--- src/hr_display_params.svh ---
`ifndef HR_DISPLAY_PARAMS_SVH
`define HR_DISPLAY_PARAMS_SVH

// raster and counters
`define HR_SCREEN_W 1024
`define HR_SCREEN_H 768
`define HR_HCOUNT_W 11
`define HR_VCOUNT_W 10

// sprite sheet, one bit per pixel
`define HR_SHEET_W 610
`define HR_SHEET_H 356
`define HR_ROM_ADDR_W 18

//////////////////////////////////////////////////////////////////////
// rectangle overlays
//////////////////////////////////////////////////////////////////////
`define HR_TOP_BAR_X 700
`define HR_TOP_BAR_Y 0
`define HR_TOP_BAR_W 250
`define HR_TOP_BAR_H 100
`define HR_BOTTOM_BAR_X 0
`define HR_BOTTOM_BAR_Y (`HR_SCREEN_H - 100)
`define HR_BOTTOM_BAR_W `HR_SCREEN_W
`define HR_BOTTOM_BAR_H 100
`define HR_ERROR_BOX_X 162
`define HR_ERROR_BOX_Y 234
`define HR_ERROR_BOX_W 700
`define HR_ERROR_BOX_H 300
// progress width is live
`define HR_PROGRESS_X 0
`define HR_PROGRESS_Y 374
`define HR_PROGRESS_H 20

//////////////////////////////////////////////////////////////////////
// sprites, screen position and sheet rectangle
//////////////////////////////////////////////////////////////////////
`define HR_LOGO_X 10
`define HR_LOGO_Y 20
`define HR_LOGO_SX 0
`define HR_LOGO_SY 223
`define HR_LOGO_SW 143
`define HR_LOGO_SH 132
`define HR_COLLECT_X 624
`define HR_COLLECT_Y 678
`define HR_COLLECT_SX 251
`define HR_COLLECT_SY 61
`define HR_COLLECT_SW 359
`define HR_COLLECT_SH 73
`define HR_BPM_LABEL_X 785
`define HR_BPM_LABEL_Y 110
`define HR_BPM_LABEL_SX 178
`define HR_BPM_LABEL_SY 229
`define HR_BPM_LABEL_SW 67
`define HR_BPM_LABEL_SH 36
`define HR_TITLE_X 168
`define HR_TITLE_Y 70
`define HR_TITLE_SX 261
`define HR_TITLE_SY 0
`define HR_TITLE_SW 319
`define HR_TITLE_SH 61
`define HR_ERROR_TXT_X 540
`define HR_ERROR_TXT_Y 350
`define HR_ERROR_TXT_SX 437
`define HR_ERROR_TXT_SY 134
`define HR_ERROR_TXT_SW 139
`define HR_ERROR_TXT_SH 61
`define HR_PAUSED_TXT_X 624
`define HR_PAUSED_TXT_Y 683
`define HR_PAUSED_TXT_SX 251
`define HR_PAUSED_TXT_SY 134
`define HR_PAUSED_TXT_SW 186
`define HR_PAUSED_TXT_SH 71
`define HR_BOOT_TXT_X 400
`define HR_BOOT_TXT_Y 200
`define HR_BOOT_TXT_SX 251
`define HR_BOOT_TXT_SY 205
`define HR_BOOT_TXT_SW 212
`define HR_BOOT_TXT_SH 76

// digit glyphs 0..9 side by side on one sheet row
`define HR_DIGIT_SX0 144
`define HR_DIGIT_SY 281
`define HR_DIGIT_PITCH 46
`define HR_DIGIT_W 40
`define HR_DIGIT_H 74
`define HR_HUNDREDS_X 740
`define HR_HUNDREDS_Y 20
`define HR_TENS_X 786
`define HR_TENS_Y 20
`define HR_ONES_X 832
`define HR_ONES_Y 20

// colors, 4 bits per channel
`define HR_COLOR_GREY 12'h666
`define HR_COLOR_WHITE 12'hfff
`define HR_COLOR_RED 12'hf00
`define HR_COLOR_BLUE 12'h17a
`define HR_COLOR_ALERT 12'hf22

// boot bar and pipeline
`define HR_PROGRESS_DIV_W 4
`define HR_PROGRESS_MAX 1024
`define HR_PIPE_LAT 3

`endif

--- src/hr_display_pkg.sv ---
`default_nettype none

`include "hr_display_params.svh"

package hr_display_pkg;

    typedef enum logic [1:0] {
        st_paused,
        st_running,
        st_error,
        st_boot
    } sys_status_t;

    // one color word, seen raw or per channel
    typedef union packed {
        logic [11:0] raw;
        struct packed {
            logic [3:0] r;
            logic [3:0] g;
            logic [3:0] b;
        } rgb;
    } color_u;

    typedef struct packed {
        logic top_en;
        logic bottom_en;
        logic error_en;
        logic progress_en;
        color_u top_color;
        color_u bottom_color;
        color_u error_color;
        logic [`HR_HCOUNT_W-1:0] progress_w;
    } overlay_ctrl_t;

    typedef struct packed {
        logic logo;
        logic collecting;
        logic hundreds;
        logic bpm_label;
        logic tens;
        logic ones;
        logic title;
        logic error_txt;
        logic paused_txt;
        logic boot_txt;
    } sprite_en_t;

    typedef struct packed {
        logic [3:0] hundreds;
        logic [3:0] tens;
        logic [3:0] ones;
    } bpm_bcd_t;

    typedef struct packed {
        logic hit;
        color_u color;
    } sprite_pix_t;

    // half-open rectangle test
    function automatic logic in_rect(input int px, input int py, input int x0,
                                     input int y0, input int w, input int h);
        return (px >= x0) && (px < x0 + w) && (py >= y0) && (py < y0 + h);
    endfunction

endpackage

`default_nettype wire

--- src/shape_overlay.sv ---
`timescale 1ns/1ps
`default_nettype none

`include "hr_display_params.svh"

module shape_overlay (
    input  logic                          clk_100mhz,
    input  logic                          rst_n,
    input  logic [`HR_HCOUNT_W-1:0]       hcount,
    input  logic [`HR_VCOUNT_W-1:0]       vcount,
    input  hr_display_pkg::overlay_ctrl_t ovl,
    output hr_display_pkg::color_u        ovl_pix
);
    import hr_display_pkg::*;

    logic   top_hit;
    logic   bottom_hit;
    logic   error_hit;
    logic   progress_hit;
    color_u pix_next;

    always_comb begin
        top_hit = ovl.top_en && in_rect(hcount, vcount, `HR_TOP_BAR_X, `HR_TOP_BAR_Y,
                                        `HR_TOP_BAR_W, `HR_TOP_BAR_H);
        bottom_hit = ovl.bottom_en && in_rect(hcount, vcount, `HR_BOTTOM_BAR_X,
                                              `HR_BOTTOM_BAR_Y, `HR_BOTTOM_BAR_W,
                                              `HR_BOTTOM_BAR_H);
        error_hit = ovl.error_en && in_rect(hcount, vcount, `HR_ERROR_BOX_X,
                                            `HR_ERROR_BOX_Y, `HR_ERROR_BOX_W,
                                            `HR_ERROR_BOX_H);
        // bar grows from the left edge
        progress_hit = ovl.progress_en && in_rect(hcount, vcount, `HR_PROGRESS_X,
                                                  `HR_PROGRESS_Y, int'(ovl.progress_w),
                                                  `HR_PROGRESS_H);
    end

    // overlapping rectangles blend by or
    always_comb begin
        pix_next.raw = '0;
        if (top_hit) pix_next.raw = pix_next.raw | ovl.top_color.raw;
        if (bottom_hit) pix_next.raw = pix_next.raw | ovl.bottom_color.raw;
        if (error_hit) pix_next.raw = pix_next.raw | ovl.error_color.raw;
        if (progress_hit) pix_next.raw = pix_next.raw | `HR_COLOR_WHITE;
    end

    always_ff @(posedge clk_100mhz) begin
        if (!rst_n) begin
            ovl_pix <= '0;
        end else begin
            ovl_pix <= pix_next;
        end
    end

endmodule

`default_nettype wire

--- config.mk ---
export PLATFORM = sky130hd
export DESIGN_NAME = shape_overlay
export DESIGN_NICKNAME = d
export VERILOG_FILES = /design/src/hr_display_pkg.sv /design/src/shape_overlay.sv
export VERILOG_INCLUDE_DIRS = /design/src
export SDC_FILE = /design/constraint.sdc
export NUM_CORES = 1
export LEC_CHECK = 0
export BUFFER_PORTS_ARGS = -buffer_cell sky130_fd_sc_hd__buf_2
export CORE_UTILIZATION = 23
export CTS_BUF_LIST = sky130_fd_sc_hd__clkbuf_8
export DETAILED_ROUTE_END_ITERATION = 7
export PLACE_DENSITY = 0.56
export SLEW_MARGIN = 5
export SYNTH_ARGS = -nofsm -noshare
export SYNTH_HDL_FRONTEND = slang
export SYNTH_SLANG_ARGS = --single-unit
--- constraint.sdc ---
create_clock -name clk_100mhz -period 1.6 [get_ports clk_100mhz]
set_input_delay 0.24 -clock clk_100mhz [delete_from_list [all_inputs] [get_ports clk_100mhz]]
set_output_delay 0.24 -clock clk_100mhz [all_outputs]
set_load 0.1 [all_outputs]
; Word level (Yosys, flattened, before mapping)
; Cells that the tools add are included.
[op_classes]
n_addsub = 0
mul = 0
magnitude_cmp = 13
shifts = 0
muxes = 4
div = 0
eq_ne = 0
reduce_logical = 13
bitwise = 2
[op_table]
columns = cell, n
row1 = 12-bit two-way mux, 4
row2 = 12-bit bitwise OR, 2
row3 = 11-bit by 10-bit < comparator with 1-bit output (second input constant), 2
row4 = 10-bit < comparator (second input constant), 2
row5 = 1-bit logical AND, 13
row6 = 11-bit by 10-bit greater-or-equal comparator with 1-bit output (second input constant), 1
row7 = 11-bit by 8-bit greater-or-equal comparator with 1-bit output (second input constant), 1
row8 = 11-bit < comparator, 1
row9 = 11-bit < comparator (second input constant), 1
row10 = 10-bit greater-or-equal comparator (second input constant), 1
row11 = 10-bit by 8-bit greater-or-equal comparator with 1-bit output (second input constant), 1
row12 = 10-bit by 9-bit greater-or-equal comparator with 1-bit output (second input constant), 1
row13 = 10-bit by 7-bit < comparator with 1-bit output (second input constant), 1
row14 = 10-bit by 9-bit < comparator with 1-bit output (second input constant), 1
[word_totals]
mem_count = 0
ramBits = 0
output_inout_bits = 12
mem_bits_ro = 0
inputBits = 74
register_bits = 12
elab_cells = 33
latch_bits = 0

; Logic depth before layout (Yosys ltp)
; Gate-level depths: netlist (run 1).
[depth]
word_depth = 10
mapped_depth = 8
mapped_depth_nobuf = 7

; Worst setup path before layout (run 1)
; Ideal clock, no wire load.
[synth_timing]
path_kind = input to register
from = input port hcount[1]
to = register ovl_pix[0] (netlist bit)
t_arrival_ps = 1496
setup_time_ps = 120
cell_stages = 6
setup_slack_ps = -16
required_time_ps = 1480
cell_sequence = or4_1 a31oi_1 nand4bb_1 nor3_1 buf_6 a211o_1
[synth_via]
elab_chain_len = 10
word_cells_on_any_way = 25
classes_between = 6 x order compare / 4 x mux / 2 x bitwise / 13 x reduce/logical
[synth_lines]
columns = element, line_no
row1 = from (decl), shape_overlay.sv:9  ; input logic [`HR_HCOUNT_W-1:0] hcount,
row2 = 11-bit by 10-bit greater-or-equal comparator with 1-bit output / 11-bit by 10-bit < comparator with 1-bit output (equally long branches), hr_display_pkg.sv:62  ; return (px >= x0) && (px < x0 + w) && (py >= y0) && (py < y0 + h);
row3 = 1-bit logical AND (2 in a row), hr_display_pkg.sv:62
row4 = 1-bit logical AND, shape_overlay.sv:23  ; top_hit = ovl.top_en && in_rect(hcount, vcount, `HR_TOP_BAR_X, `HR_TOP_BAR_Y,
row5 = 12-bit two-way mux, shape_overlay.sv:40  ; if (top_hit) pix_next.raw = pix_next.raw | ovl.top_color.raw;
row6 = 12-bit bitwise OR, shape_overlay.sv:41  ; if (bottom_hit) pix_next.raw = pix_next.raw | ovl.bottom_color.raw;
row7 = 12-bit two-way mux, shape_overlay.sv:41
row8 = 12-bit bitwise OR, shape_overlay.sv:42  ; if (error_hit) pix_next.raw = pix_next.raw | ovl.error_color.raw;
row9 = 12-bit two-way mux, shape_overlay.sv:42
row10 = 12-bit two-way mux *, shape_overlay.sv:43  ; if (progress_hit) pix_next.raw = pix_next.raw | `HR_COLOR_WHITE;
row11 = to (signal assigned), shape_overlay.sv:50  ; ovl_pix <= pix_next;
row12 = to (decl), shape_overlay.sv:12  ; output hr_display_pkg::color_u ovl_pix
; Every way passes the cells marked *; elsewhere a longest branch is shown, timed or not.
; A chain may end at the register's enable or synchronous reset.

; Worst setup path in the final report (run 1)
[layout_timing]
from = input port vcount[4]
to = register ovl_pix[9] (netlist bit)
[layout_via]
elab_chain_len = 9
word_cells_on_any_way = 24
classes_between = 7 x order compare / 4 x mux / 2 x bitwise / 11 x reduce/logical
[layout_lines]
columns = element, line_no
row1 = from (decl), shape_overlay.sv:10  ; input logic [`HR_VCOUNT_W-1:0] vcount,
row2 = 10-bit by 7-bit < comparator with 1-bit output, hr_display_pkg.sv:62
row3 = 1-bit logical AND, hr_display_pkg.sv:62
row4 = 1-bit logical AND, shape_overlay.sv:23
row5 = 12-bit two-way mux, shape_overlay.sv:40
row6 = 12-bit bitwise OR, shape_overlay.sv:41
row7 = 12-bit two-way mux, shape_overlay.sv:41
row8 = 12-bit bitwise OR, shape_overlay.sv:42
row9 = 12-bit two-way mux, shape_overlay.sv:42
row10 = 12-bit two-way mux *, shape_overlay.sv:43
; Marked as above.

==> impl_metrics.csv, run 1 <==
group,metric,value,unit
power,p_int,624,uW
drt,antenna_left,0,
layout,final_cells,266,
power,clkPwrFrac,0.305,
drt,dr.pass1.iters,4,
clocking,cts_buffers,3,
die,chipWidth,67.8,um
critical_path,end_kind,"register",
sta,period_needed,1.54,ns
drt,wl_per_cell,13.1,um
layout,n_antenna_cell,0,
power,seqPwrFrac,0.339,
layout,reg_top3,"ovl_pix: 12 flops",
layout,nFillCells,437,
power,comb_power_share,0.356,
critical_path,crit_type,"input port to register",
logic_synthesis,synth-seq-cells,12,
global_route,grt_overflow_total,0,
logic_synthesis,yosys.cell_types.count,34,
place,place_inst,264,
global_route,grtUsageMet3,0.0287,
power,netSwitchingPower,281,uW
logic_synthesis,syn-mean-instance-area,8.73,um2
global_route,globalRouteMet2Util,0.243,
clocking,cts_buffer_depth,2,
power,leakagePower,0.000973,uW
global_route,grt_antenna_before_repair,0,
hold_path,min_path_type,"input port to register",
sta,final-hold-violation-count,0,
place,detailed_place_hpwl,2.68,mm
sta,setup_violations,0,
clocking,numClockSinks,12,
clocking,htree_levels,1,
die,die_h,67.8,um
layout,multi_input_area,761,um2
drt,drt_wl_total,3.48,mm
sta,slew_violations,0,
logic_synthesis,postSynthCellCount,114,
global_route,grt_usage,0.140,
global_route,grt_pass1_vias,1123,
die,row_count,23,
power,vdd_drop_max,0.222,mV
global_route,grt.busiest_layer,"met2",
critical_path,worstPathArrival,1.73,ns
sta,maxSlewHeadroom,0.516,
layout,design_area,1730,um2
global_route,grt_pass1_wl,4.79,mm
power,netSwitchingFraction,0.310,
sta,worst_slack,0.0615,ns
sta,period_share,0.962,
logic_synthesis,ys_seq_area_frac,0.242,
critical_path,startpoint_type,"input port",
drt,via_per_inst,4.89,
flow_run,cap_violations,0,
place,place_ws,-0.333,ns
logic_synthesis,yosysWarnings,0,
layout,drive_above_1_share,0.542,
run_status,status,"finished, final reports clean",
clocking,cts_tree,"built",
layout,nets,302,
clocking,cts-root-buf,"clkbuf_8",
layout,largest_register_ffs,12,
drt,drc,0,
critical_path,crit_fanout,6,
global_route,use_met1,0.174,
logic_synthesis,syn_nets,198,
layout,seq_area,240,um2
place,placed_area,1620,um2
layout,area_delta_synth_final,73.6,%
drt,drt-initial-drc-count,63,
hold_path,hold_path_depth,2,
critical_path,critPathRequiredTime,1.79,ns
place,globalplace.congestion,0.752,
drt,num_vias,1301,
clocking,ctsHoldBuffers,0,
sta,tightest_slew,0.721,ns
die,initial_utilization,0.243,
global_route,grt_max_degree,13,
sta,max_freq,650,MHz
place,io_buffers,84,
die,core_area,4090,um2
logic_synthesis,syn-cell-area,995,um2
sta,whs,0.200,ns
die,io_pins,86,
power,p_per_area,524,nW/um2
layout,regMostFlops,"ovl_pix",
clocking,path_clk_slew,0.05,ns
die,die_area,4590,um2
==> cell usage after synthesis (all sizes together) <==
| library cell | count | area (um2) |
|---|---|---|
| a211o | 13 | 114 |
| a22o | 12 | 105 |
| dfxtp | 12 | 240 |
| inv | 11 | 41.3 |
| ha | 10 | 125 |
| a21oi | 9 | 48.8 |
| nand2 | 9 | 33.8 |
| buf | 3 | 30.0 |
| nor3 | 3 | 15.0 |
| o211ai | 3 | 22.5 |
| o21ai | 3 | 15.0 |
| or4 | 3 | 26.3 |
| a31oi | 2 | 12.5 |
| a41o | 2 | 20.0 |
| nand3 | 2 | 10.0 |
| nand4bb | 2 | 22.5 |
| nor2 | 2 | 7.51 |
| a221oi | 1 | 15.0 |
| a311oi | 1 | 8.76 |
| clkbuf | 1 | 3.75 |
| nand2b | 1 | 6.26 |
| nand3b | 1 | 7.51 |
| nand4 | 1 | 6.26 |
| nor2b | 1 | 6.26 |
| nor3b | 1 | 7.51 |
| nor4 | 1 | 6.26 |
| nor4bb | 1 | 10.0 |
| o21a | 1 | 7.51 |
| o311a | 1 | 10.0 |
| o31a | 1 | 10.0 |
==> routing by layer <==
metal,part of all wire,vias up
li1,-,658
met1,0.43,591
met2,0.50,50
met3,0.059,2
met4,0.0055,0
met5,0,-
==> area by class of cell <==
cell class	instances	area share
Multi-Input combinational cell	88	0.441
Inverter	11	0.0239
Timing Repair Buffer	102	0.336
Tap cell	50	0.0362
Sequential cell	12	0.139
Clock buffer	3	0.0239
==> metrics by stage <==
step,power [uW],util,TNS [ns]
2_1_floorplan,440,-,0
3_3_place_gp,608,0.396,-3.99
3_5_place_dp,607,0.396,-3.85
4_1_cts,892,0.408,0
5_1_grt,956,0.423,-0.00292
6_report,905,0.423,0
==> placed cells by master (no fill, tap or decap), types with 3 or more instances in the layout <==
cell and instances:
a211o_1 13, o211ai_1 3, dfxtp_1 12, a21oi_2 3
buf_2 82, a21oi_1 6, clkbuf_8 3, nand2_1 9
buf_4 17, inv_1 9, a22o_1 12, ha_1 9
==> critical path, stage by stage <==
cell and delay [ns]:
buf_2 0.12, inv_2 0.04, or4_4 0.54, a221oi_4 0.29
o31a_1 0.35, a211o_1 0.14
==> repair_timing <==
action | CTS | global route
cloned | 0 | 1
setup buffers | 0 | 0
resized for setup | 2 | 14
setup endpoints to repair | 12 | 12
pin swaps | 0 | 8
==> final timing paths <==
kind,start,end
worst max-delay path,vcount[4],ovl_pix[9]$_SDFF_PN0_
worst min-delay path,ovl[21],ovl_pix[10]$_SDFF_PN0_
==> cells by family (layout without fill, tap and decap cells) <==
group / after synthesis / count (layout) / share of synthesized area
flip-flops: 12 / 12 / 0.242
AND/OR/NAND/NOR: 28 / 28 / 0.166
adder cells (fa/ha/maj): 10 / 10 / 0.126
buffers and inverters: 15 / 116 / 0.0755
AO/OA/AOI/OAI: 49 / 50 / 0.391
==> power groups by stage <==
stage	logic (uW)	registers, uW	clock network (uW)
floorplan	82.3	358	0
global placement	295	313	0
detailed placement	295	313	0
CTS	299	307	286
global route	352	307	297
finish	322	307	276
Power figures use the tool's default switching activity.
==> run 2: changes to the inputs <==
--- a/config.mk
+++ b/config.mk
@@ -10,7 +10,7 @@
 export CORE_UTILIZATION = 23
 export CTS_BUF_LIST = sky130_fd_sc_hd__clkbuf_8
 export DETAILED_ROUTE_END_ITERATION = 7
-export PLACE_DENSITY = 0.56
+export PLACE_DENSITY = 0.53
 export SLEW_MARGIN = 5
 export SYNTH_ARGS = -nofsm -noshare
 export SYNTH_HDL_FRONTEND = slang
==> impl_metrics.csv, run 2 (synthesized netlist as in run 1, its figures left out) <==
group,metric,value,unit
global_route,grt_antenna_before_repair,0,
layout,n_antenna_cell,0,
critical_path,path_delay_family,"simple AND/OR/NAND/NOR gates",
critical_path,startpoint_type,"input port",
clocking,cts_tree,"built",
critical_path,slowest_delay,0.52,ns
clocking,numClockSinks,12,
die,row_count,23,
sta,max_freq,641,MHz
place,io_buffers,84,
drt,antenna_left,0,
layout,regMostFlops,"ovl_pix",
critical_path,crit_type,"input port to register",
critical_path,end_kind,"register",
flow_run,cap_violations,0,
die,initial_utilization,0.243,
sta,tightest_slew,0.497,ns
power,p_per_area,504,nW/um2
global_route,grt_usage,0.143,
die,core_area,4090,um2
place,place_ws,-0.217,ns
sta,setup_violations,0,
hold_path,min_path_type,"input port to register",
layout,design_area,1730,um2
sta,slew_violations,0,
drt,wl_per_cell,11.8,um
clocking,htree_levels,1,
layout,area_delta_synth_final,74.3,%
drt,num_vias,1272,
sta,final-hold-violation-count,0,
critical_path,path_buf_inv,2,
layout,nFillCells,443,
drt,via_per_inst,4.69,
die,die_h,67.8,um
clocking,cts_buffer_depth,2,
layout,seq_area,240,um2
sta,period_share,0.976,
drt,drt_wl_total,3.19,mm
sta,maxSlewHeadroom,0.671,
die,chipWidth,67.8,um
sta,period_needed,1.56,ns
layout,fin_util,0.424,
global_route,grt_max_degree,13,
layout,reg_top3,"ovl_pix: 12 flops",
sta,worst_slack,0.0388,ns
clocking,cts_buffers,3,
clocking,ctsHoldBuffers,0,
global_route,grt_pass1_wl,5.04,mm
drt,drc,0,
clocking,cts-root-buf,"clkbuf_8",
die,io_pins,86,
critical_path,worstPathArrival,1.68,ns
critical_path,path_cells,"buf_2 -> or4_4 -> a31oi_4 -> nand4bb_1 -> nor3_2 -> buf_4 -> a211o_1",
drt,dr.pass1.iters,4,
drt,drt-initial-drc-count,48,
power,leakagePower,0.000995,uW
sta,fin_tns_setup,0,ns
place,globalplace.congestion,0.691,
place,detailed_place_hpwl,2.70,mm
global_route,grt_overflow_total,0,
layout,largest_register_ffs,12,
critical_path,critPathRequiredTime,1.72,ns
clocking,path_clk_slew,0.05,ns
run_status,status,"finished, final reports clean",
power,vdd_drop_max,0.334,mV
layout,nets,307,
place,placed_area,1660,um2
die,die_area,4590,um2
global_route,grt_pass1_vias,1207,
layout,drive_above_1_share,0.552,
critical_path,crit_fanout,6,
critical_path,crit_slowest_cell,"or4_4",
layout,most-common-layout-cells,"83 x buf_2, 22 x buf_4, 13 x a211o_1",
layout,layout_commonest_cell,"buf_2",
layout,multi_input_area,717,um2
-- run 2: through the flow --
stage | power (uW) | hold WS (ns) | instances
4_1_cts | 875 | 0.202 | 271
6_report | 874 | 0.207 | 271
3_3_place_gp | 609 | 0.442 | 268
5_1_grt | 928 | 0.204 | 271
2_1_floorplan | 440 | 0.358 | 114
3_5_place_dp | 611 | 0.446 | 268
-- run 2: per-layer routing --
| metal | share of wire | global-route usage | up-vias |
|---|---|---|---|
| met5 | 0 | 0 | - |
| met4 | 0.0060 | 0.0239 | 0 |
| met3 | 0.042 | 0.0253 | 2 |
| met2 | 0.49 | 0.254 | 34 |
| met1 | 0.46 | 0.180 | 566 |
| li1 | - | - | 670 |
-- run 2: path summary, 6_finish.rpt --
| kind | endpoint | slack (ns) | cells past startpoint | startpoint |
|---|---|---|---|---|
| max | ovl_pix[7]$_SDFF_PN0_ | 0.04 | 7 | hcount[2] |
| min | ovl_pix[8]$_SDFF_PN0_ | 0.21 | 2 | ovl[19] |
-- run 2: final cells by class --
type,instances,area share
tap,50,0.0361
timing repair buffer,108,0.364
inverter,11,0.0238
multi-input combinational,87,0.413
sequential,12,0.139
clock buffer,3,0.0238
-- run 2: timing repair --
action,CTS,global route
hold endpoints to repair,0,0
setup buffers,0,0
endpoints found under the setup margin,0,12
resized for setup,0,8
-- run 2: where the power goes --
| part | total, uW | internal [uW] | switching, uW | leakage [uW] |
|---|---|---|---|---|
| sequential | 307 | 306 | 1.19 | 0.0000970 |
| clock | 260 | 165 | 95.1 | 0.0000216 |
| combinational | 308 | 151 | 156 | 0.000876 |
| total | 874 | 622 | 253 | 0.000995 |
==> run 3: changes to the inputs <==
--- a/config.mk
+++ b/config.mk
@@ -7,10 +7,12 @@
 export NUM_CORES = 1
 export LEC_CHECK = 0
 export BUFFER_PORTS_ARGS = -buffer_cell sky130_fd_sc_hd__buf_2
+export CELL_PAD_IN_SITES_DETAIL_PLACEMENT = 0
+export CELL_PAD_IN_SITES_GLOBAL_PLACEMENT = 1
 export CORE_UTILIZATION = 23
 export CTS_BUF_LIST = sky130_fd_sc_hd__clkbuf_8
 export DETAILED_ROUTE_END_ITERATION = 7
-export PLACE_DENSITY = 0.53
+export PLACE_DENSITY = 0.75
 export SLEW_MARGIN = 5
 export SYNTH_ARGS = -nofsm -noshare
 export SYNTH_HDL_FRONTEND = slang
==> impl_metrics.csv, run 3 (synthesized netlist as in run 1, its figures left out) <==
group,metric,value,unit
run_status,status,"finished, final reports clean",
sta,slew_violations,0,
die,io_pins,86,
critical_path,critPathRequiredTime,1.72,ns
sta,period_share,0.954,
place,detailed_place_hpwl,2.80,mm
power,leakagePower,0.000971,uW
die,core_area,4090,um2
place,io_buffers,84,
die,chipWidth,67.8,um
die,row_count,23,
clocking,cts_buffers,3,
hold_path,min_path_type,"input port to register",
drt,met1_length,1.47,mm
power,vdd_drop_max,0.179,mV
global_route,grt_usage,0.142,
layout,seq_area,240,um2
sta,tightest_slew,0.564,ns
clocking,cts_buffer_depth,2,
drt,dr.pass1.iters,4,
sta,rsz0062_at_grt,"false",
critical_path,crit_type,"input port to register",
sta,period_needed,1.53,ns
drt,antenna_left,0,
clocking,numClockSinks,12,
sta,final-hold-violation-count,0,
layout,nets,303,
layout,reg_top3,"ovl_pix: 12 flops",
clocking,cts_tree,"built",
flow_run,cap_violations,0,
clocking,path_clk_slew,0.05,ns
layout,largest_register_ffs,12,
global_route,grt_pass1_wl,4.97,mm
drt,drc,0,
layout,nFillCells,438,
power,p_per_area,519,nW/um2
clocking,ctsHoldBuffers,0,
place,globalplace.congestion,0.766,
layout,layout_commonest_cell,"buf_2",
die,initial_utilization,0.243,
drt,top_layer,"met4",
sta,worst_slack,0.0732,ns
critical_path,worstPathArrival,1.65,ns
layout,regMostFlops,"ovl_pix",
drt,drt-initial-drc-count,62,
critical_path,startpoint_type,"input port",
global_route,grt_pass1_vias,1157,
layout,n_antenna_cell,0,
drt,via_per_inst,4.75,
layout,drive_above_1_share,0.525,
place,place_ws,-0.256,ns
drt,wl_met2,1.65,mm
global_route,grt_overflow_total,0,
layout,area_delta_synth_final,68.2,%
critical_path,end_kind,"register",
die,die_h,67.8,um
sta,maxSlewHeadroom,0.623,
layout,multi_input_area,704,um2
global_route,grt_max_degree,13,
drt,met3WireLength,183,um
die,die_area,4590,um2
sta,setup_violations,0,
clocking,cts-root-buf,"clkbuf_8",
critical_path,crit_fanout,12,
drt,drt_wl_total,3.31,mm
layout,most-common-layout-cells,"84 x buf_2, 19 x buf_4, 13 x a211o_1",
global_route,grt_antenna_before_repair,0,
drt,wl_per_cell,12.4,um
drt,num_vias,1269,
clocking,htree_levels,1,
sta,max_freq,655,MHz
sta,fin_tns_setup,0,ns
[run 3: final cells by class]
| type | instances | share of cell area |
|---|---|---|
| clock buffer | 3 | 0.0247 |
| inverter | 11 | 0.0247 |
| multi-input combinational | 87 | 0.421 |
| sequential | 12 | 0.144 |
| tap | 50 | 0.0374 |
| timing repair buffer | 104 | 0.349 |
[run 3: what timing repair did]
action,4_1_cts,5_1_grt
pin swaps,0,2
setup endpoints to repair,1,12
cloned,0,0
resized for setup,1,1
setup buffers,0,0
[run 3: through the flow]
step	area, um2	instances	hold slack [ns]	total power [uW]	util
after floorplan	1000	114	0.358	440	-
after global placement	1630	265	0.441	605	0.398
after detailed placement	1630	265	0.445	606	0.398
after CTS	1670	267	0.200	878	0.408
after global routing	1670	267	0.198	931	0.409
final	1670	267	0.204	868	0.409
[run 3: path summary, 6_finish.rpt]
kind                       from                    end  slack, ns  depth (start not counted)
worst min-delay path    ovl[16]  ovl_pix[5]$_SDFF_PN0_       0.20                          2
worst max-delay path  hcount[1]  ovl_pix[4]$_SDFF_PN0_       0.07                          6
[run 3: power breakdown]
part | internal, uW | total (uW) | switching (uW)
clock | 165 | 267 | 101
combinational | 142 | 295 | 153
sequential | 306 | 307 | 1.34
total | 613 | 868 | 256
[run 3: routing by layer]
layer / vias to the layer above / global-route usage
li1: 659 / -
met1: 564 / 0.179
met2: 44 / 0.248
met3: 2 / 0.0338
met4: 0 / 0.0160
met5: - / 0
[run 3: critical path: stages]
cell	delay, ns
buf_2	0.11
or4_1	0.53
a31oi_1	0.14
nand4bb_1	0.19
nor3_4	0.11
a211o_1	0.32
