<file path="src/hr_display_params.svh">
`ifndef HR_DISPLAY_PARAMS_SVH
`define HR_DISPLAY_PARAMS_SVH

// raster and counters
`define HR_SCREEN_W 1024
`define HR_SCREEN_H 768
`define HR_HCOUNT_W 11
`define HR_VCOUNT_W 10

// sprite sheet, one bit per pixel
`define HR_SHEET_W 610
`define HR_SHEET_H 356
`define HR_ROM_ADDR_W 18

//////////////////////////////////////////////////////////////////////
// rectangle overlays
//////////////////////////////////////////////////////////////////////
`define HR_TOP_BAR_X 700
`define HR_TOP_BAR_Y 0
`define HR_TOP_BAR_W 250
`define HR_TOP_BAR_H 100
`define HR_BOTTOM_BAR_X 0
`define HR_BOTTOM_BAR_Y (`HR_SCREEN_H - 100)
`define HR_BOTTOM_BAR_W `HR_SCREEN_W
`define HR_BOTTOM_BAR_H 100
`define HR_ERROR_BOX_X 162
`define HR_ERROR_BOX_Y 234
`define HR_ERROR_BOX_W 700
`define HR_ERROR_BOX_H 300
// progress width is live
`define HR_PROGRESS_X 0
`define HR_PROGRESS_Y 374
`define HR_PROGRESS_H 20

//////////////////////////////////////////////////////////////////////
// sprites, screen position and sheet rectangle
//////////////////////////////////////////////////////////////////////
`define HR_LOGO_X 10
`define HR_LOGO_Y 20
`define HR_LOGO_SX 0
`define HR_LOGO_SY 223
`define HR_LOGO_SW 143
`define HR_LOGO_SH 132
`define HR_COLLECT_X 624
`define HR_COLLECT_Y 678
`define HR_COLLECT_SX 251
`define HR_COLLECT_SY 61
`define HR_COLLECT_SW 359
`define HR_COLLECT_SH 73
`define HR_BPM_LABEL_X 785
`define HR_BPM_LABEL_Y 110
`define HR_BPM_LABEL_SX 178
`define HR_BPM_LABEL_SY 229
`define HR_BPM_LABEL_SW 67
`define HR_BPM_LABEL_SH 36
`define HR_TITLE_X 168
`define HR_TITLE_Y 70
`define HR_TITLE_SX 261
`define HR_TITLE_SY 0
`define HR_TITLE_SW 319
`define HR_TITLE_SH 61
`define HR_ERROR_TXT_X 540
`define HR_ERROR_TXT_Y 350
`define HR_ERROR_TXT_SX 437
`define HR_ERROR_TXT_SY 134
`define HR_ERROR_TXT_SW 139
`define HR_ERROR_TXT_SH 61
`define HR_PAUSED_TXT_X 624
`define HR_PAUSED_TXT_Y 683
`define HR_PAUSED_TXT_SX 251
`define HR_PAUSED_TXT_SY 134
`define HR_PAUSED_TXT_SW 186
`define HR_PAUSED_TXT_SH 71
`define HR_BOOT_TXT_X 400
`define HR_BOOT_TXT_Y 200
`define HR_BOOT_TXT_SX 251
`define HR_BOOT_TXT_SY 205
`define HR_BOOT_TXT_SW 212
`define HR_BOOT_TXT_SH 76

// digit glyphs 0..9 side by side on one sheet row
`define HR_DIGIT_SX0 144
`define HR_DIGIT_SY 281
`define HR_DIGIT_PITCH 46
`define HR_DIGIT_W 40
`define HR_DIGIT_H 74
`define HR_HUNDREDS_X 740
`define HR_HUNDREDS_Y 20
`define HR_TENS_X 786
`define HR_TENS_Y 20
`define HR_ONES_X 832
`define HR_ONES_Y 20

// colors, 4 bits per channel
`define HR_COLOR_GREY 12'h666
`define HR_COLOR_WHITE 12'hfff
`define HR_COLOR_RED 12'hf00
`define HR_COLOR_BLUE 12'h17a
`define HR_COLOR_ALERT 12'hf22

// boot bar and pipeline
`define HR_PROGRESS_DIV_W 4
`define HR_PROGRESS_MAX 1024
`define HR_PIPE_LAT 3

`endif

</file>
<file path="src/hr_display_pkg.sv">
`default_nettype none

`include "hr_display_params.svh"

package hr_display_pkg;

    typedef enum logic [1:0] {
        st_paused,
        st_running,
        st_error,
        st_boot
    } sys_status_t;

    // one color word, seen raw or per channel
    typedef union packed {
        logic [11:0] raw;
        struct packed {
            logic [3:0] r;
            logic [3:0] g;
            logic [3:0] b;
        } rgb;
    } color_u;

    typedef struct packed {
        logic top_en;
        logic bottom_en;
        logic error_en;
        logic progress_en;
        color_u top_color;
        color_u bottom_color;
        color_u error_color;
        logic [`HR_HCOUNT_W-1:0] progress_w;
    } overlay_ctrl_t;

    typedef struct packed {
        logic logo;
        logic collecting;
        logic hundreds;
        logic bpm_label;
        logic tens;
        logic ones;
        logic title;
        logic error_txt;
        logic paused_txt;
        logic boot_txt;
    } sprite_en_t;

    typedef struct packed {
        logic [3:0] hundreds;
        logic [3:0] tens;
        logic [3:0] ones;
    } bpm_bcd_t;

    typedef struct packed {
        logic hit;
        color_u color;
    } sprite_pix_t;

    // half-open rectangle test
    function automatic logic in_rect(input int px, input int py, input int x0,
                                     input int y0, input int w, input int h);
        return (px >= x0) && (px < x0 + w) && (py >= y0) && (py < y0 + h);
    endfunction

endpackage

`default_nettype wire

</file>
<file path="src/bpm_digits.sv">
`timescale 1ns/1ps
`default_nettype none

module bpm_digits (
    input  logic                     clk_100mhz,
    input  logic                     rst_n,
    input  logic [7:0]               bpm,
    output hr_display_pkg::bpm_bcd_t digits
);

    // bcd digits above, binary shifted in below
    logic [19:0] shift;

    // double dabble, eight shift steps
    always_comb begin
        shift = {12'd0, bpm};
        for (int i = 0; i < 8; i++) begin
            if (shift[11:8] >= 4'd5) shift[11:8] = shift[11:8] + 4'd3;
            if (shift[15:12] >= 4'd5) shift[15:12] = shift[15:12] + 4'd3;
            if (shift[19:16] >= 4'd5) shift[19:16] = shift[19:16] + 4'd3;
            shift = shift << 1;
        end
    end

    always_ff @(posedge clk_100mhz) begin
        if (!rst_n) begin
            digits <= '0;
        end else begin
            digits.hundreds <= shift[19:16];
            digits.tens <= shift[15:12];
            digits.ones <= shift[11:8];
        end
    end

endmodule

`default_nettype wire

</file>
<file path="config.mk">
export PLATFORM = sky130hd
export DESIGN_NAME = bpm_digits
export DESIGN_NICKNAME = d
export VERILOG_FILES = /design/src/hr_display_pkg.sv /design/src/bpm_digits.sv
export VERILOG_INCLUDE_DIRS = /design/src
export SDC_FILE = /design/constraint.sdc
export NUM_CORES = 1
export LEC_CHECK = 0
export ABC_AREA = 1
export BUFFER_PORTS_ARGS = -buffer_cell sky130_fd_sc_hd__buf_2
export CORE_AREA = 8 8 52 54
export DETAILED_ROUTE_END_ITERATION = 16
export DIE_AREA = 0 0 60 62
export PLACE_DENSITY_LB_ADDON = 0.08
export SETUP_SLACK_MARGIN = 0.2
export SLEW_MARGIN = 10
export SYNTH_ARGS = -nofsm -noshare
export SYNTH_HDL_FRONTEND = slang
export SYNTH_SLANG_ARGS = --single-unit
export TNS_END_PERCENT = 20
</file>
<file path="constraint.sdc">
create_clock -name clk_100mhz -period 5.9 [get_ports clk_100mhz]
set_clock_uncertainty 0.1 [all_clocks]
set_input_delay 1.18 -clock clk_100mhz [delete_from_list [all_inputs] [get_ports clk_100mhz]]
set_output_delay 1.18 -clock clk_100mhz [all_outputs]
set_load 0.005 [all_outputs]
</file>
== Word level (Yosys, flattened, before mapping) ==
Cells that the tools add are included.
Storage, ports and cells
  input port bits: 10
  register bits: 12
  output and inout port bits: 12
  logic and storage cells: 57
Cells by class
  multiplexer cells: 18
  order comparisons: 18
  add/subtract/negate cells: 18
Operator list (number)
  4-bit by 3-bit >= comparator with 1-bit output (second input constant): 15
  4-bit two-way mux: 12
  4-bit by 2-bit adder with 4-bit output (second input constant): 11
  3-bit two-way mux: 6
  3-bit by 2-bit adder with 3-bit output (second input constant): 4
  1-bit by 2-bit adder with 3-bit output (second input constant): 2
  1-bit by 3-bit >= comparator with 1-bit output (second input constant): 2
  1-bit by 2-bit adder with 3-bit output (both inputs constant): 1
  1-bit by 3-bit >= comparator with 1-bit output (both inputs constant): 1

== Depth between registers and ports, before layout ==
Gate-level depths: netlist of run 1.
  depth in word-level cells: 14
  mapped depth: 33
  gate-level depth less buffers: 33

== Worst setup path after synthesis of run 1 ==
Ideal clock, no wire load.
  kind: input to register
  start point: input bpm[6]
  end point: register digits[5] (netlist name)
  arrival: 4.210 ns
  library setup time: 0.116 ns
  cell stages on the path: 31
  path slack: 1.474 ns
  required time: 5.684 ns
  buffers on the path: 0
  cell sequence: inv_1 ha_1 inv_1 ha_1 inv_2 nand2_2 nand2_1 nand2_2 ha_1 inv_1 or2_1 nand3_2 nand2_2 nand2_1 nand2_1 inv_2 ha_1 inv_1 nor2_1 inv_1 nand4_1 nand3_1 ha_1 a21oi_1 inv_1 o21ai_0 inv_1 nand2_4 nand2_2 nand2_1 a21oi_1
Between the ends
  cells in the longest elaborated chain, start to end: 12
  elaborated cells between the ends (all ways): 30
  those cells by class: add/sub (10); order compare (10); mux (10)
RTL lines
  start: declaration: line bpm_digits.sv:7  | input logic [7:0] bpm,
  4-bit by 2-bit adder with 4-bit output / 4-bit by 3-bit >= comparator with 1-bit output (equally long branches): line bpm_digits.sv:18  | if (shift[11:8] >= 4'd5) shift[11:8] = shift[11:8] + 4'd3;
  4-bit two-way mux *: line bpm_digits.sv:18
  4-bit by 2-bit adder with 4-bit output, or another cell as far along: line bpm_digits.sv:18
  4-bit two-way mux, on equally long branches: line bpm_digits.sv:18, bpm_digits.sv:19
  4-bit by 2-bit adder with 4-bit output, or another cell as far along: line bpm_digits.sv:18
  4-bit two-way mux, on equally long branches: line bpm_digits.sv:18, bpm_digits.sv:19
  4-bit by 3-bit >= comparator with 1-bit output, or another cell as far along: line bpm_digits.sv:18
  4-bit two-way mux, on equally long branches: line bpm_digits.sv:18, bpm_digits.sv:19
  4-bit by 2-bit adder with 4-bit output, or another cell as far along: line bpm_digits.sv:18
  4-bit two-way mux, on equally long branches: line bpm_digits.sv:18, bpm_digits.sv:19
  4-bit by 2-bit adder with 4-bit output / 4-bit by 3-bit >= comparator with 1-bit output (equally long branches): line bpm_digits.sv:19  | if (shift[15:12] >= 4'd5) shift[15:12] = shift[15:12] + 4'd3;
  4-bit two-way mux *: line bpm_digits.sv:19
  end: declaration: line bpm_digits.sv:8  | output hr_display_pkg::bpm_bcd_t digits
Every way passes the cells marked *; elsewhere a longest branch is shown, timed or not.
A chain may end at the register's enable or synchronous reset.

== Final worst setup path of run 1 ==
  start point: input bpm[5]
  end point: register digits[8] (netlist name)
Between the ends
  cells in the longest elaborated chain, start to end: 10
  elaborated cells between the ends (all ways): 24
  those cells by class: add/sub (8); order compare (8); mux (8)
RTL lines (line)
  4-bit by 2-bit adder with 4-bit output / 4-bit by 3-bit >= comparator with 1-bit output (equally long branches): bpm_digits.sv:18
  4-bit two-way mux *: bpm_digits.sv:18
  4-bit by 2-bit adder with 4-bit output, or another cell as far along: bpm_digits.sv:18
  4-bit two-way mux, on equally long branches: bpm_digits.sv:18, bpm_digits.sv:19
  4-bit by 2-bit adder with 4-bit output, or another cell as far along: bpm_digits.sv:18
  4-bit two-way mux, on equally long branches: bpm_digits.sv:18, bpm_digits.sv:19
  4-bit by 2-bit adder with 4-bit output, or another cell as far along: bpm_digits.sv:18
  4-bit two-way mux, on equally long branches: bpm_digits.sv:18, bpm_digits.sv:19
  4-bit by 2-bit adder with 4-bit output / 4-bit by 3-bit >= comparator with 1-bit output (equally long branches): bpm_digits.sv:19
  4-bit two-way mux *: bpm_digits.sv:19
Marked as above.

==> parameters.txt, run 1 <==
Parameter                              Value

Critical path
  Required time at the worst-slack endpoint ... 5980 ps
  Critical path's largest stage delay ... 230 ps
  Capturing element type of the critical path ... register
  Startpoint class of the critical path ... input pin
  Max Fanout on Critical Path ... 4
  Signal arrival time at the worst endpoint ... 4750 ps
  Category of the critical setup timing path ... in2reg
  Slowest-stage cell, CP ... or2_1

Global routing
  First-pass GRT wire length ... 3360 um
  Met3 GRT Util ... 2.26%
  Met1 track demand over resource ... 11.6%
  Total congestion overflow ... 0
  Number of global-route vias before repair ... 900
  GRT Overall Usage ... 11.6%
  Pin count of the biggest net entering global routing ... 9
  Most congested layer reported by global routing ... met2
  Number of antenna violations at the first check in global routing ... 0
  Met2 Use GR ... 21.7%

Flow run
  Max-cap violation count ... 0

Final layout
  Most common cell after layout, fill and taps aside ... nand2_1
  Multi-input gate area ... 702 um^2
  Count of fill cells added during filler insertion ... 208
  Leading registers by flop count ... digits: 10 flops
  ANT cells ... 0
  Final Net Count ... 198
  Area growth syn-to-layout ... 13.3%
  Final instance count without filler cells ... 204
  FF/Latch Area ... 200 um^2
  Share of the core filled with cells in the final layout ... 61.1%
  Fraction of layout instances using a drive strength above 1 ... 33.3%
  Highest-count cells in the layout ignoring fill and taps ... nand2_1 (29), inv_1 (24), buf_2 (19)
  Register with the highest flop count ... digits
  Largest register FFs ... 10

Synthesis
  Area share of the largest cell type after synthesis ... 19.5%
  Syn Area/Cell ... 6.53 um^2
  Synth cell types ... 28
  Most area-consuming cells after synthesis ... dfxtp_1 (20%), ha_1 (11%), nand2_2 (11%), nand2_1 (11%), inv_1 (8.8%)
  Share of flip-flops with an asynchronous set or reset ... 0%
  Total standard cell area after synthesis ... 0.00103 mm^2
  Synth area leader ... dfxtp_1
  Sequential element share of the synthesized area ... 19.5%
  Synthesis warning total ... 0
  Number of storage elements in the synthesis netlist ... 10
  Number of enable flip-flop cells after synthesis ... 0
  Post-Synthesis Cells ... 157
  Top flip-flop cell by instance count after synthesis ... dfxtp_1

Clock tree
  Clock slew at reported path FFs ... 60 ps
  Clk sinks ... 10
  Buffer count from post-CTS setup fixing ... 0
  Clock H-tree levels ... 1
  Number of buffers inserted during clock tree synthesis ... 3
  TritonCTS clock tree ... yes
  Number of buffers inserted for hold repair after clock tree synthesis ... 0
  Clock tree buffer depth ... 2
  Root buffer selected by CTS ... clkbuf_4
  Post-CTS resize count ... 0

Floorplan
  Floorplan die width ... 60 um
  Site Rows ... 16
  Die Footprint ... 0.00372 mm^2
  Io pins ... 22
  Y dimension of the die ... 62 um
  Core area ... 0.00190 mm^2
  Effective utilization at floorplan ... 53.9%

Power and ir drop
  Total power ... 0.321 mW
  Switch share ... 44.3%
  Clock Power Share ... 13.4%
  Power share of the sequential group ... 26.7%
  Worst-case vdd ir drop ... 0.110 mV
  Net load switching power ... 0.142 mW
  Power per unit of standard cell area ... 276 mW/mm^2
  Leak Pwr ... 0.689 nW
  Internal power ... 0.179 mW
  Share of power burned in combinational logic ... 59.9%

STA
  Total count of max-transition violations in the final report ... 0
  Max frequency ... 214 MHz
  Number of hold violations in the final report ... 0
  Setup TNS Final ... 0 ps
  Setup violation total in the final timing report ... 0
  Unrepaired setup endpoints after global routing ... false
  Post-layout min period ... 4660 ps
  Final critical-path share of the clock period ... 79.0%
  Setup slack after layout ... 1240 ps

Run status
  Result of the run ... finished clean

Placement
  Dpl cells ... 201
  Detailed Place HPWL ... 1730 um
  Worst setup timing slack at the placement stage ... 922 ps
  Last weighted congestion value of the routability-driven placer ... 0.760
  Port Buffers ... 19

Routing
  Wire per inst ... 9.54 um
  Overall routed net length ... 1950 um
  Drc violations ... 0
  Violation count after the first detailed-routing iteration ... 15
  Detail Route Antenna Nets ... 0
  Length of the first detailed-routing pass in iterations ... 4
  Vias per inst ... 4.74
  Via count ... 967

Worst hold path
  Worst min-delay path category ... in2reg
-- critical path: cells and delay by family --
family / cells / cell delay, ps
buffers and inverters: 9 / 650
and+or+nand+nor: 17 / 1610
AOI/OAI and AO/OA: 2 / 340
adders and majority gates: 5 / 970
-- synthesized netlist by cell type, types with 2 or more instances --
master / instances
nand3_2: 5
inv_1: 24
nand2_1: 29
o21ai_0: 3
dfxtp_1: 10
inv_2: 5
nand3_1: 16
a21oi_1: 5
nand4_1: 3
nand2_2: 18
nand2_4: 4
ha_1: 9
nor2_1: 9
buf_4: 2
o21ai_1: 2
-- power groups by stage --
stage          Clock (mW)  Sequential [mW]  Combinational (mW)
2_1_floorplan           0           0.0907               0.149
3_3_place_gp            0           0.0872               0.187
3_5_place_dp            0           0.0874               0.194
4_1_cts            0.0443           0.0859               0.194
5_1_grt            0.0489           0.0871               0.221
6_report           0.0430           0.0858               0.192
-- layout make-up --
type / instances / share of cell area (%)
Tap cell: 27 / 2.91
Multi-Input combinational cell: 116 / 60.4
Inverter: 29 / 9.36
Sequential cell: 10 / 17.2
Timing Repair Buffer: 19 / 8.18
Clock buffer: 3 / 1.94
-- per-layer routing --
metal  part of all wire, %  wire length (um)
met1                    44               849
met2                    49               954
met3                   5.5               107
met4                   1.8                36
met5                     0                 0
-- final timing paths --
path	from	end	slack [ps]	cells after the start
max	bpm[5]	digits[8]	1240	33
min	bpm[0]	digits[0]	1010	3
-- per-stage QoR --
step                      hold WS, ps  area [um^2]
after CTS                        1020         1160
after global routing             1010         1160
after detailed placement         1280         1140
final                            1010         1160
after floorplan                  1180         1030
after global placement           1260         1140
-- kinds of logic (layout without fill, tap and decap cells) --
family | after synthesis | in the layout | share of synthesized area, %
and+or+nand+nor | 89 | 89 | 46.8
buffers and inverters | 32 | 51 | 12.4
AOI/OAI and AO/OA | 16 | 16 | 9.88
DFF | 10 | 10 | 19.5
adders and majority gates | 9 | 9 | 11.0
other | 1 | 2 | 0.366
Note: power is estimated with default switching activity, not from simulation.
==> inputs of run 2 (changes only) <==
--- a/config.mk
+++ b/config.mk
@@ -6,11 +6,11 @@
 export SDC_FILE = /design/constraint.sdc
 export NUM_CORES = 1
 export LEC_CHECK = 0
-export ABC_AREA = 1
+export ABC_AREA = 0
 export BUFFER_PORTS_ARGS = -buffer_cell sky130_fd_sc_hd__buf_2
-export CORE_AREA = 8 8 52 54
+export CORE_AREA = 8 8 58 60
 export DETAILED_ROUTE_END_ITERATION = 16
-export DIE_AREA = 0 0 60 62
+export DIE_AREA = 0 0 66 68
 export PLACE_DENSITY_LB_ADDON = 0.08
 export SETUP_SLACK_MARGIN = 0.2
 export SLEW_MARGIN = 10
==> constraint.sdc (replaced) <==
create_clock -name clk_100mhz -period 4.2 [get_ports clk_100mhz]
set_clock_uncertainty 0.1 [all_clocks]
set_input_delay 0.84 -clock clk_100mhz [delete_from_list [all_inputs] [get_ports clk_100mhz]]
set_output_delay 0.84 -clock clk_100mhz [all_outputs]
set_load 0.005 [all_outputs]
==> parameters.txt, run 2 <==
Parameter                              Value

Final layout
  Register with the highest flop count ... digits
  Area growth syn-to-layout ... 54.6%
  Fraction of layout instances using a drive strength above 1 ... 53.6% (+20 points)
  Share of the core filled with cells in the final layout ... 69.1% (+8.0 points)
  Largest register FFs ... 10 (unchanged)
  Final instance count without filler cells ... 227 (+11%)
  Highest-count cells in the layout ignoring fill and taps ... buf_4 (36), buf_2 (17), dfxtp_1 (10)
  Leading registers by flop count ... digits: 10 flops
  Final Net Count ... 217 (+9.6%)
  Most common cell after layout, fill and taps aside ... buf_4
  ANT cells ... 0 (unchanged)

Critical path
  Max Fanout on Critical Path ... 4 (unchanged)
  Signal arrival time at the worst endpoint ... 4100 ps (-650 ps)
  CP Launch Point ... bpm[5]
  Required time at the worst-slack endpoint ... 4280 ps (-1700 ps)
  Capturing element type of the critical path ... register
  Startpoint class of the critical path ... input pin
  Category of the critical setup timing path ... in2reg

Global routing
  GRT Overall Usage ... 13.5% (+2.0 points)
  First-pass GRT wire length ... 4930 um (+47%)
  Pin count of the biggest net entering global routing ... 12 (+3)
  Total congestion overflow ... 0 (unchanged)
  Number of global-route vias before repair ... 1,176 (+31%)
  Number of antenna violations at the first check in global routing ... 0 (unchanged)

Power and ir drop
  Share of power burned in combinational logic ... 71.7% (+12 points)
  Power share of the sequential group ... 18.7% (-8.0 points)
  Internal power ... 0.393 mW (+120%)
  Leak Pwr ... 0.821 nW (+19%)
  Worst-case vdd ir drop ... 0.244 mV (+120%)
  Net load switching power ... 0.252 mW (+77%)
  Switch share ... 39.0% (-5.3 points)
  Clock Power Share ... 9.6% (-3.8 points)
  Total power ... 0.645 mW (+100%)
  Power per unit of standard cell area ... 364 mW/mm^2 (+32%)

Clock tree
  Clock H-tree levels ... 1 (unchanged)
  Root buffer selected by CTS ... clkbuf_4
  Clock tree buffer depth ... 2 (unchanged)
  Clk sinks ... 10 (unchanged)
  Clock slew at reported path FFs ... 60 ps (about the same)
  Number of buffers inserted during clock tree synthesis ... 3 (unchanged)
  TritonCTS clock tree ... yes

Floorplan
  Site Rows ... 19 (+3)
  Floorplan die width ... 66 um (+10%)
  Y dimension of the die ... 68 um (+9.7%)
  Effective utilization at floorplan ... 44.7% (-9.3 points)
  Io pins ... 22 (unchanged)
  Core area ... 0.00257 mm^2 (+35%)
  Die Footprint ... 0.00449 mm^2 (+21%)

Synthesis
  Synthesis warning total ... 0 (unchanged)
  Number of enable flip-flop cells after synthesis ... 0 (unchanged)
  Xor/xnor cell area share of the yosys netlist ... 4.58% (+4.6 points)
  Post-Synthesis Cells ... 143 (-8.9%)
  Total standard cell area after synthesis ... 0.00115 mm^2 (+12%)
  Share of flip-flops with an asynchronous set or reset ... 0% (unchanged)
  Most common cell in the netlist ... inv_1
  Area share of the largest cell type after synthesis ... 17.4% (-2.1 points)
  Syn Area/Cell ... 8.02 um^2 (+23%)
  Share of synthesized cell area in and, or, nand and nor gates ... 21.6% (-25 points)
  Synth area leader ... dfxtp_1
  Sequential element share of the synthesized area ... 17.4% (-2.1 points)
  Number of storage elements in the synthesis netlist ... 10 (unchanged)
  Top cells by instance count after synthesis ... inv_1 (11), dfxtp_1 (10), nor2_1 (10)
  Most area-consuming cells after synthesis ... dfxtp_1 (17%), ha_1 (9.8%), nand3_1 (3.9%), xnor2_1 (3.8%), inv_1 (3.6%)
  Top flip-flop cell by instance count after synthesis ... dfxtp_1
  Largest family of logic cells by synthesized area ... compound AO/OA/AOI/OAI gates
  Multiplexer fraction of the synthesized cell area ... 6.76% (+6.8 points)
  Synth cell types ... 63 (+130%)
  Adder and majority gate portion of the synthesized area ... 9.81% (-1.2 points)
  Compound-cell area share of the yosys netlist ... 32.1% (+22 points)

STA
  Setup slack after layout ... 175 ps (-1060 ps)
  Number of hold violations in the final report ... 0 (unchanged)
  Final worst hold slack ... 693 ps (-321 ps)
  Final critical-path share of the clock period ... 95.8%
  Total count of max-transition violations in the final report ... 0 (unchanged)
  Max frequency ... 248 MHz
  Post-layout min period ... 4030 ps
  Setup violation total in the final timing report ... 0 (unchanged)
  Unrepaired setup endpoints after global routing ... true

Routing
  Wire per inst ... 13.0 um (+36%)
  Violation count after the first detailed-routing iteration ... 59 (+44)
  Via count ... 1,245 (+29%)
  Detail Route Antenna Nets ... 0 (unchanged)
  Vias per inst ... 5.48 (+16%)
  Drc violations ... 0 (unchanged)
  Length of the first detailed-routing pass in iterations ... 4 (unchanged)
  Overall routed net length ... 2950 um (+52%)

Flow run
  Max-cap violation count ... 0 (unchanged)

Run status
  Result of the run ... finished clean

Placement
  Worst setup timing slack at the placement stage ... -321 ps (-1240 ps)
  Detailed Place HPWL ... 2350 um (+35%)
  Dpl cells ... 221 (+10%)
  Last weighted congestion value of the routability-driven placer ... 0.841 (+11%)
  Port Buffers ... 19 (unchanged)

Worst hold path
  Worst min-delay path category ... in2reg
  Start point of the worst min-delay path ... bpm[0]
-- run 2: final timing paths --
kind | slack [ps] | cells after the start | to
worst max-delay path | 170 | 21 | digits[3]
worst min-delay path | 690 | 2 | digits[0]
-- run 2: power groups by stage --
stage | Sequential, mW | Combinational (mW) | Clock [mW]
after floorplan | 0.128 | 0.246 | 0
after global placement | 0.123 | 0.382 | 0
after detailed placement | 0.123 | 0.390 | 0
after CTS | 0.121 | 0.442 | 0.0626
after global routing | 0.124 | 0.504 | 0.0666
final | 0.121 | 0.462 | 0.0620
-- run 2: worst max-delay path: stages --
cell      delay (ps)
buf_8            110
clkinv_4          50
ha_4             120
inv_2             40
ha_4             160
a21oi_4          140
xnor2_2          160
ha_2             250
nand2b_4          60
o211ai_1         110
nand2_1          130
xnor2_2          210
ha_2             190
nand2b_4         150
o21ai_4           70
o31ai_4          250
a31o_1           210
and2_4           180
or2b_1           270
o32a_1           190
o32ai_2          230
-- run 2: timing repair --
item | in CTS | in global routing
setup endpoints to repair | 8 | 8
buffers inserted | 3 | 0
hold buffers | 0 | 0
resized for setup | 19 | 14
pin swaps | 14 | 9
-- run 2: routing by layer --
| layer | part of all wire, % | vias up | GRT usage [%] |
|---|---|---|---|
| met4 | 1.8 | 0 | 6.93 |
| met5 | 0 | - | 0 |
| met3 | 5.1 | 6 | 1.15 |
| met2 | 53 | 21 | 26.1 |
| li1 | - | 632 | - |
| met1 | 40 | 586 | 14.4 |
-- run 2: area by class of cell --
type	instances	area, um^2
Clock buffer	3	22.5
Fill cell	214	793
Inverter	11	51.3
Multi-Input combinational cell	116	1070
Sequential cell	10	200
Tap cell	31	38.8
Timing Repair Buffer	56	393
-- run 2: cell families (layout without fill, tap and decap cells) --
group / Yosys count / after routing
AO/OA/AOI/OAI: 45 / 45
flip-flops: 10 / 10
other: 1 / 2
XOR/XNOR: 6 / 6
AND/OR/NAND/NOR: 47 / 47
multiplexers: 7 / 7
buffers and inverters: 18 / 70
adder cells (fa/ha/maj): 9 / 9
-- run 2: metrics by stage --
step | instance area (um^2) | TNS [ps]
floorplan | 1230 | -148
global placement | 1580 | -1300
detailed placement | 1580 | -2030
CTS | 1710 | 0
global route | 1770 | -122
finish | 1770 | 0
==> inputs of run 3 (changes only) <==
--- a/config.mk
+++ b/config.mk
@@ -11,6 +11,7 @@
 export CORE_AREA = 8 8 58 60
 export DETAILED_ROUTE_END_ITERATION = 16
 export DIE_AREA = 0 0 66 68
+export MAX_ROUTING_LAYER = met4
 export PLACE_DENSITY_LB_ADDON = 0.08
 export SETUP_SLACK_MARGIN = 0.2
 export SLEW_MARGIN = 10
==> parameters.txt, run 3 (synthesized netlist as in run 2, its figures left out) <==
Parameter                              Value

Clock tree
  Clock slew at reported path FFs ... 60 ps (about the same)
  Clock H-tree levels ... 1 (unchanged)
  Number of buffers inserted during clock tree synthesis ... 3 (unchanged)
  Clock tree buffer depth ... 2 (unchanged)
  Root buffer selected by CTS ... clkbuf_4
  TritonCTS clock tree ... yes
  Clk sinks ... 10 (unchanged)

Critical path
  CP Launch Point ... bpm[5]
  Slowest-stage cell, CP ... or2b_1
  Startpoint class of the critical path ... input pin
  Worst path depth ... 21 (unchanged)
  CP delay by family, top ... compound AO/OA/AOI/OAI gates
  Required time at the worst-slack endpoint ... 4280 ps (about the same)
  Ordered cell list for the critical path ... buf_8 > clkinv_4 > ha_4 > inv_2 > ha_4 > a21oi_4 > xnor2_2 > ha_2 > nand2b_4 > o211ai_1 > nand2_1 > xnor2_2 > ha_2 > nand2b_4 > o21ai_4 > o31ai_4 > a31o_1 > and2_4 > or2b_1 > o32a_1 > o32ai_2
  Category of the critical setup timing path ... in2reg
  Total buffers and inverters traversed by the critical path ... 3 (unchanged)
  Signal arrival time at the worst endpoint ... 4100 ps (about the same)
  Max Fanout on Critical Path ... 4 (unchanged)
  Critical path's largest stage delay ... 270 ps (about the same)
  Capturing element type of the critical path ... register

STA
  Post-layout min period ... 4020 ps (-0.0870 ps)
  Setup slack after layout ... 175 ps (+0.0870 ps)
  Setup violation total in the final timing report ... 0 (unchanged)
  Total count of max-transition violations in the final report ... 0 (unchanged)
  Unrepaired setup endpoints after global routing ... true
  Max frequency ... 248 MHz (about the same)
  Number of hold violations in the final report ... 0 (unchanged)
  Setup TNS Final ... 0 ps (unchanged)
  Final critical-path share of the clock period ... 95.8% (about the same)

Routing
  Wire per inst ... 13.0 um (-0.17%)
  Via count ... 1,244 (-0.080%)
  Detail Route Antenna Nets ... 0 (unchanged)
  Drc violations ... 0 (unchanged)
  Overall routed net length ... 2950 um (-0.17%)
  Vias per inst ... 5.48 (about the same)
  Length of the first detailed-routing pass in iterations ... 4 (unchanged)
  Violation count after the first detailed-routing iteration ... 58 (-1.7%)

Worst hold path
  Worst hold endpoint ... digits[0]
  Start point of the worst min-delay path ... bpm[0]
  Worst hold path depth ... 2 (unchanged)
  Worst min-delay path category ... in2reg

Final layout
  ANT cells ... 0 (unchanged)
  Highest-count cells in the layout ignoring fill and taps ... buf_4 (36), buf_2 (17), dfxtp_1 (10)
  Final Net Count ... 217 (unchanged)
  Register with the highest flop count ... digits
  Leading registers by flop count ... digits: 10 flops
  Fraction of layout instances using a drive strength above 1 ... 53.6% (unchanged)
  Most common cell after layout, fill and taps aside ... buf_4
  Final standard cell area without fillers ... 0.00177 mm^2 (unchanged)
  Largest register FFs ... 10 (unchanged)
  Area growth syn-to-layout ... 54.6% (unchanged)

Power and ir drop
  Worst-case vdd ir drop ... 0.244 mV (about the same)
  Net load switching power ... 0.252 mW (about the same)
  Power per unit of standard cell area ... 363 mW/mm^2 (about the same)
  Share of power burned in combinational logic ... 71.6% (about the same)
  Internal power ... 0.393 mW (about the same)
  Total power ... 0.645 mW (about the same)
  Switch share ... 39.0% (about the same)
  Clock Power Share ... 9.6% (about the same)
  Power share of the sequential group ... 18.7% (about the same)
  Leak Pwr ... 0.821 nW (unchanged)

Placement
  Last weighted congestion value of the routability-driven placer ... 0.855 (+1.6%)
  Port Buffers ... 19 (unchanged)
  Detailed Place HPWL ... 2350 um (unchanged)
  Area after DPL ... 0.00158 mm^2 (unchanged)
  Worst setup timing slack at the placement stage ... -321 ps (unchanged)

Global routing
  Total congestion overflow ... 0 (unchanged)
  GRT Overall Usage ... 13.9% (+0.38 points)
  First-pass GRT wire length ... 4920 um (-0.28%)
  Number of antenna violations at the first check in global routing ... 0 (unchanged)
  Pin count of the biggest net entering global routing ... 12 (unchanged)
  Number of global-route vias before repair ... 1,179 (+0.26%)

Floorplan
  Y dimension of the die ... 68 um (unchanged)
  Io pins ... 22 (unchanged)
  Core area ... 0.00257 mm^2 (unchanged)
  Die Footprint ... 0.00449 mm^2 (unchanged)
  Effective utilization at floorplan ... 44.7% (unchanged)
  Site Rows ... 19 (unchanged)
  Floorplan die width ... 66 um (unchanged)

Flow run
  Max-cap violation count ... 0 (unchanged)

Run status
  Result of the run ... finished clean
-- run 3: cell counts in the layout (fill, tap and decap cells not counted) --
Identical to the previous run, type by type.
-- run 3: metal layers --
| metal | share of wire (%) | GRT usage (%) |
|---|---|---|
| met1 | 40 | 14.3 |
| met2 | 53 | 26.1 |
| met3 | 5.1 | 1.15 |
| met4 | 1.8 | 6.93 |
| met5 | 0 | - |
-- run 3: how the worst max path moves through the flow --
stage	endpoint	slack [ps]
after floorplan	digits[3]	-70
after global placement	digits[6]	-190
after CTS	digits[6]	170
after detailed placement	digits[6]	-320
final	digits[3]	180
after global routing	digits[6]	-50
-- run 3: metrics by stage --
step	hold slack, ps	instances	util (%)
floorplan	867	144	-
global placement	950	221	61.5
detailed placement	956	221	61.5
CTS	692	227	66.8
global route	707	227	69.1
finish	693	227	69.1
-- run 3: cell type report --
| class | instances | area (um^2) |
|---|---|---|
| multi-input cells | 116 | 1070 |
| well taps | 31 | 38.8 |
| clock buffers | 3 | 22.5 |
| flip-flops and latches | 10 | 200 |
| repair buffers | 56 | 393 |
| inverters | 11 | 51.3 |
| fillers | 214 | 793 |
-- run 3: power groups by stage --
stage | sequential (mW) | clock, mW | combinational [mW]
2_1_floorplan | 0.128 | 0 | 0.246
3_3_place_gp | 0.123 | 0 | 0.382
3_5_place_dp | 0.123 | 0 | 0.390
4_1_cts | 0.121 | 0.0626 | 0.442
5_1_grt | 0.124 | 0.0666 | 0.503
6_report | 0.121 | 0.0620 | 0.462
-- run 3: repair_timing --
| item | 4_1_cts | 5_1_grt |
|---|---|---|
| pin swaps | 14 | 9 |
| buffers inserted | 3 | 0 |
| setup endpoints to repair | 8 | 8 |
| hold buffers | 0 | 0 |
| resized for setup | 19 | 14 |
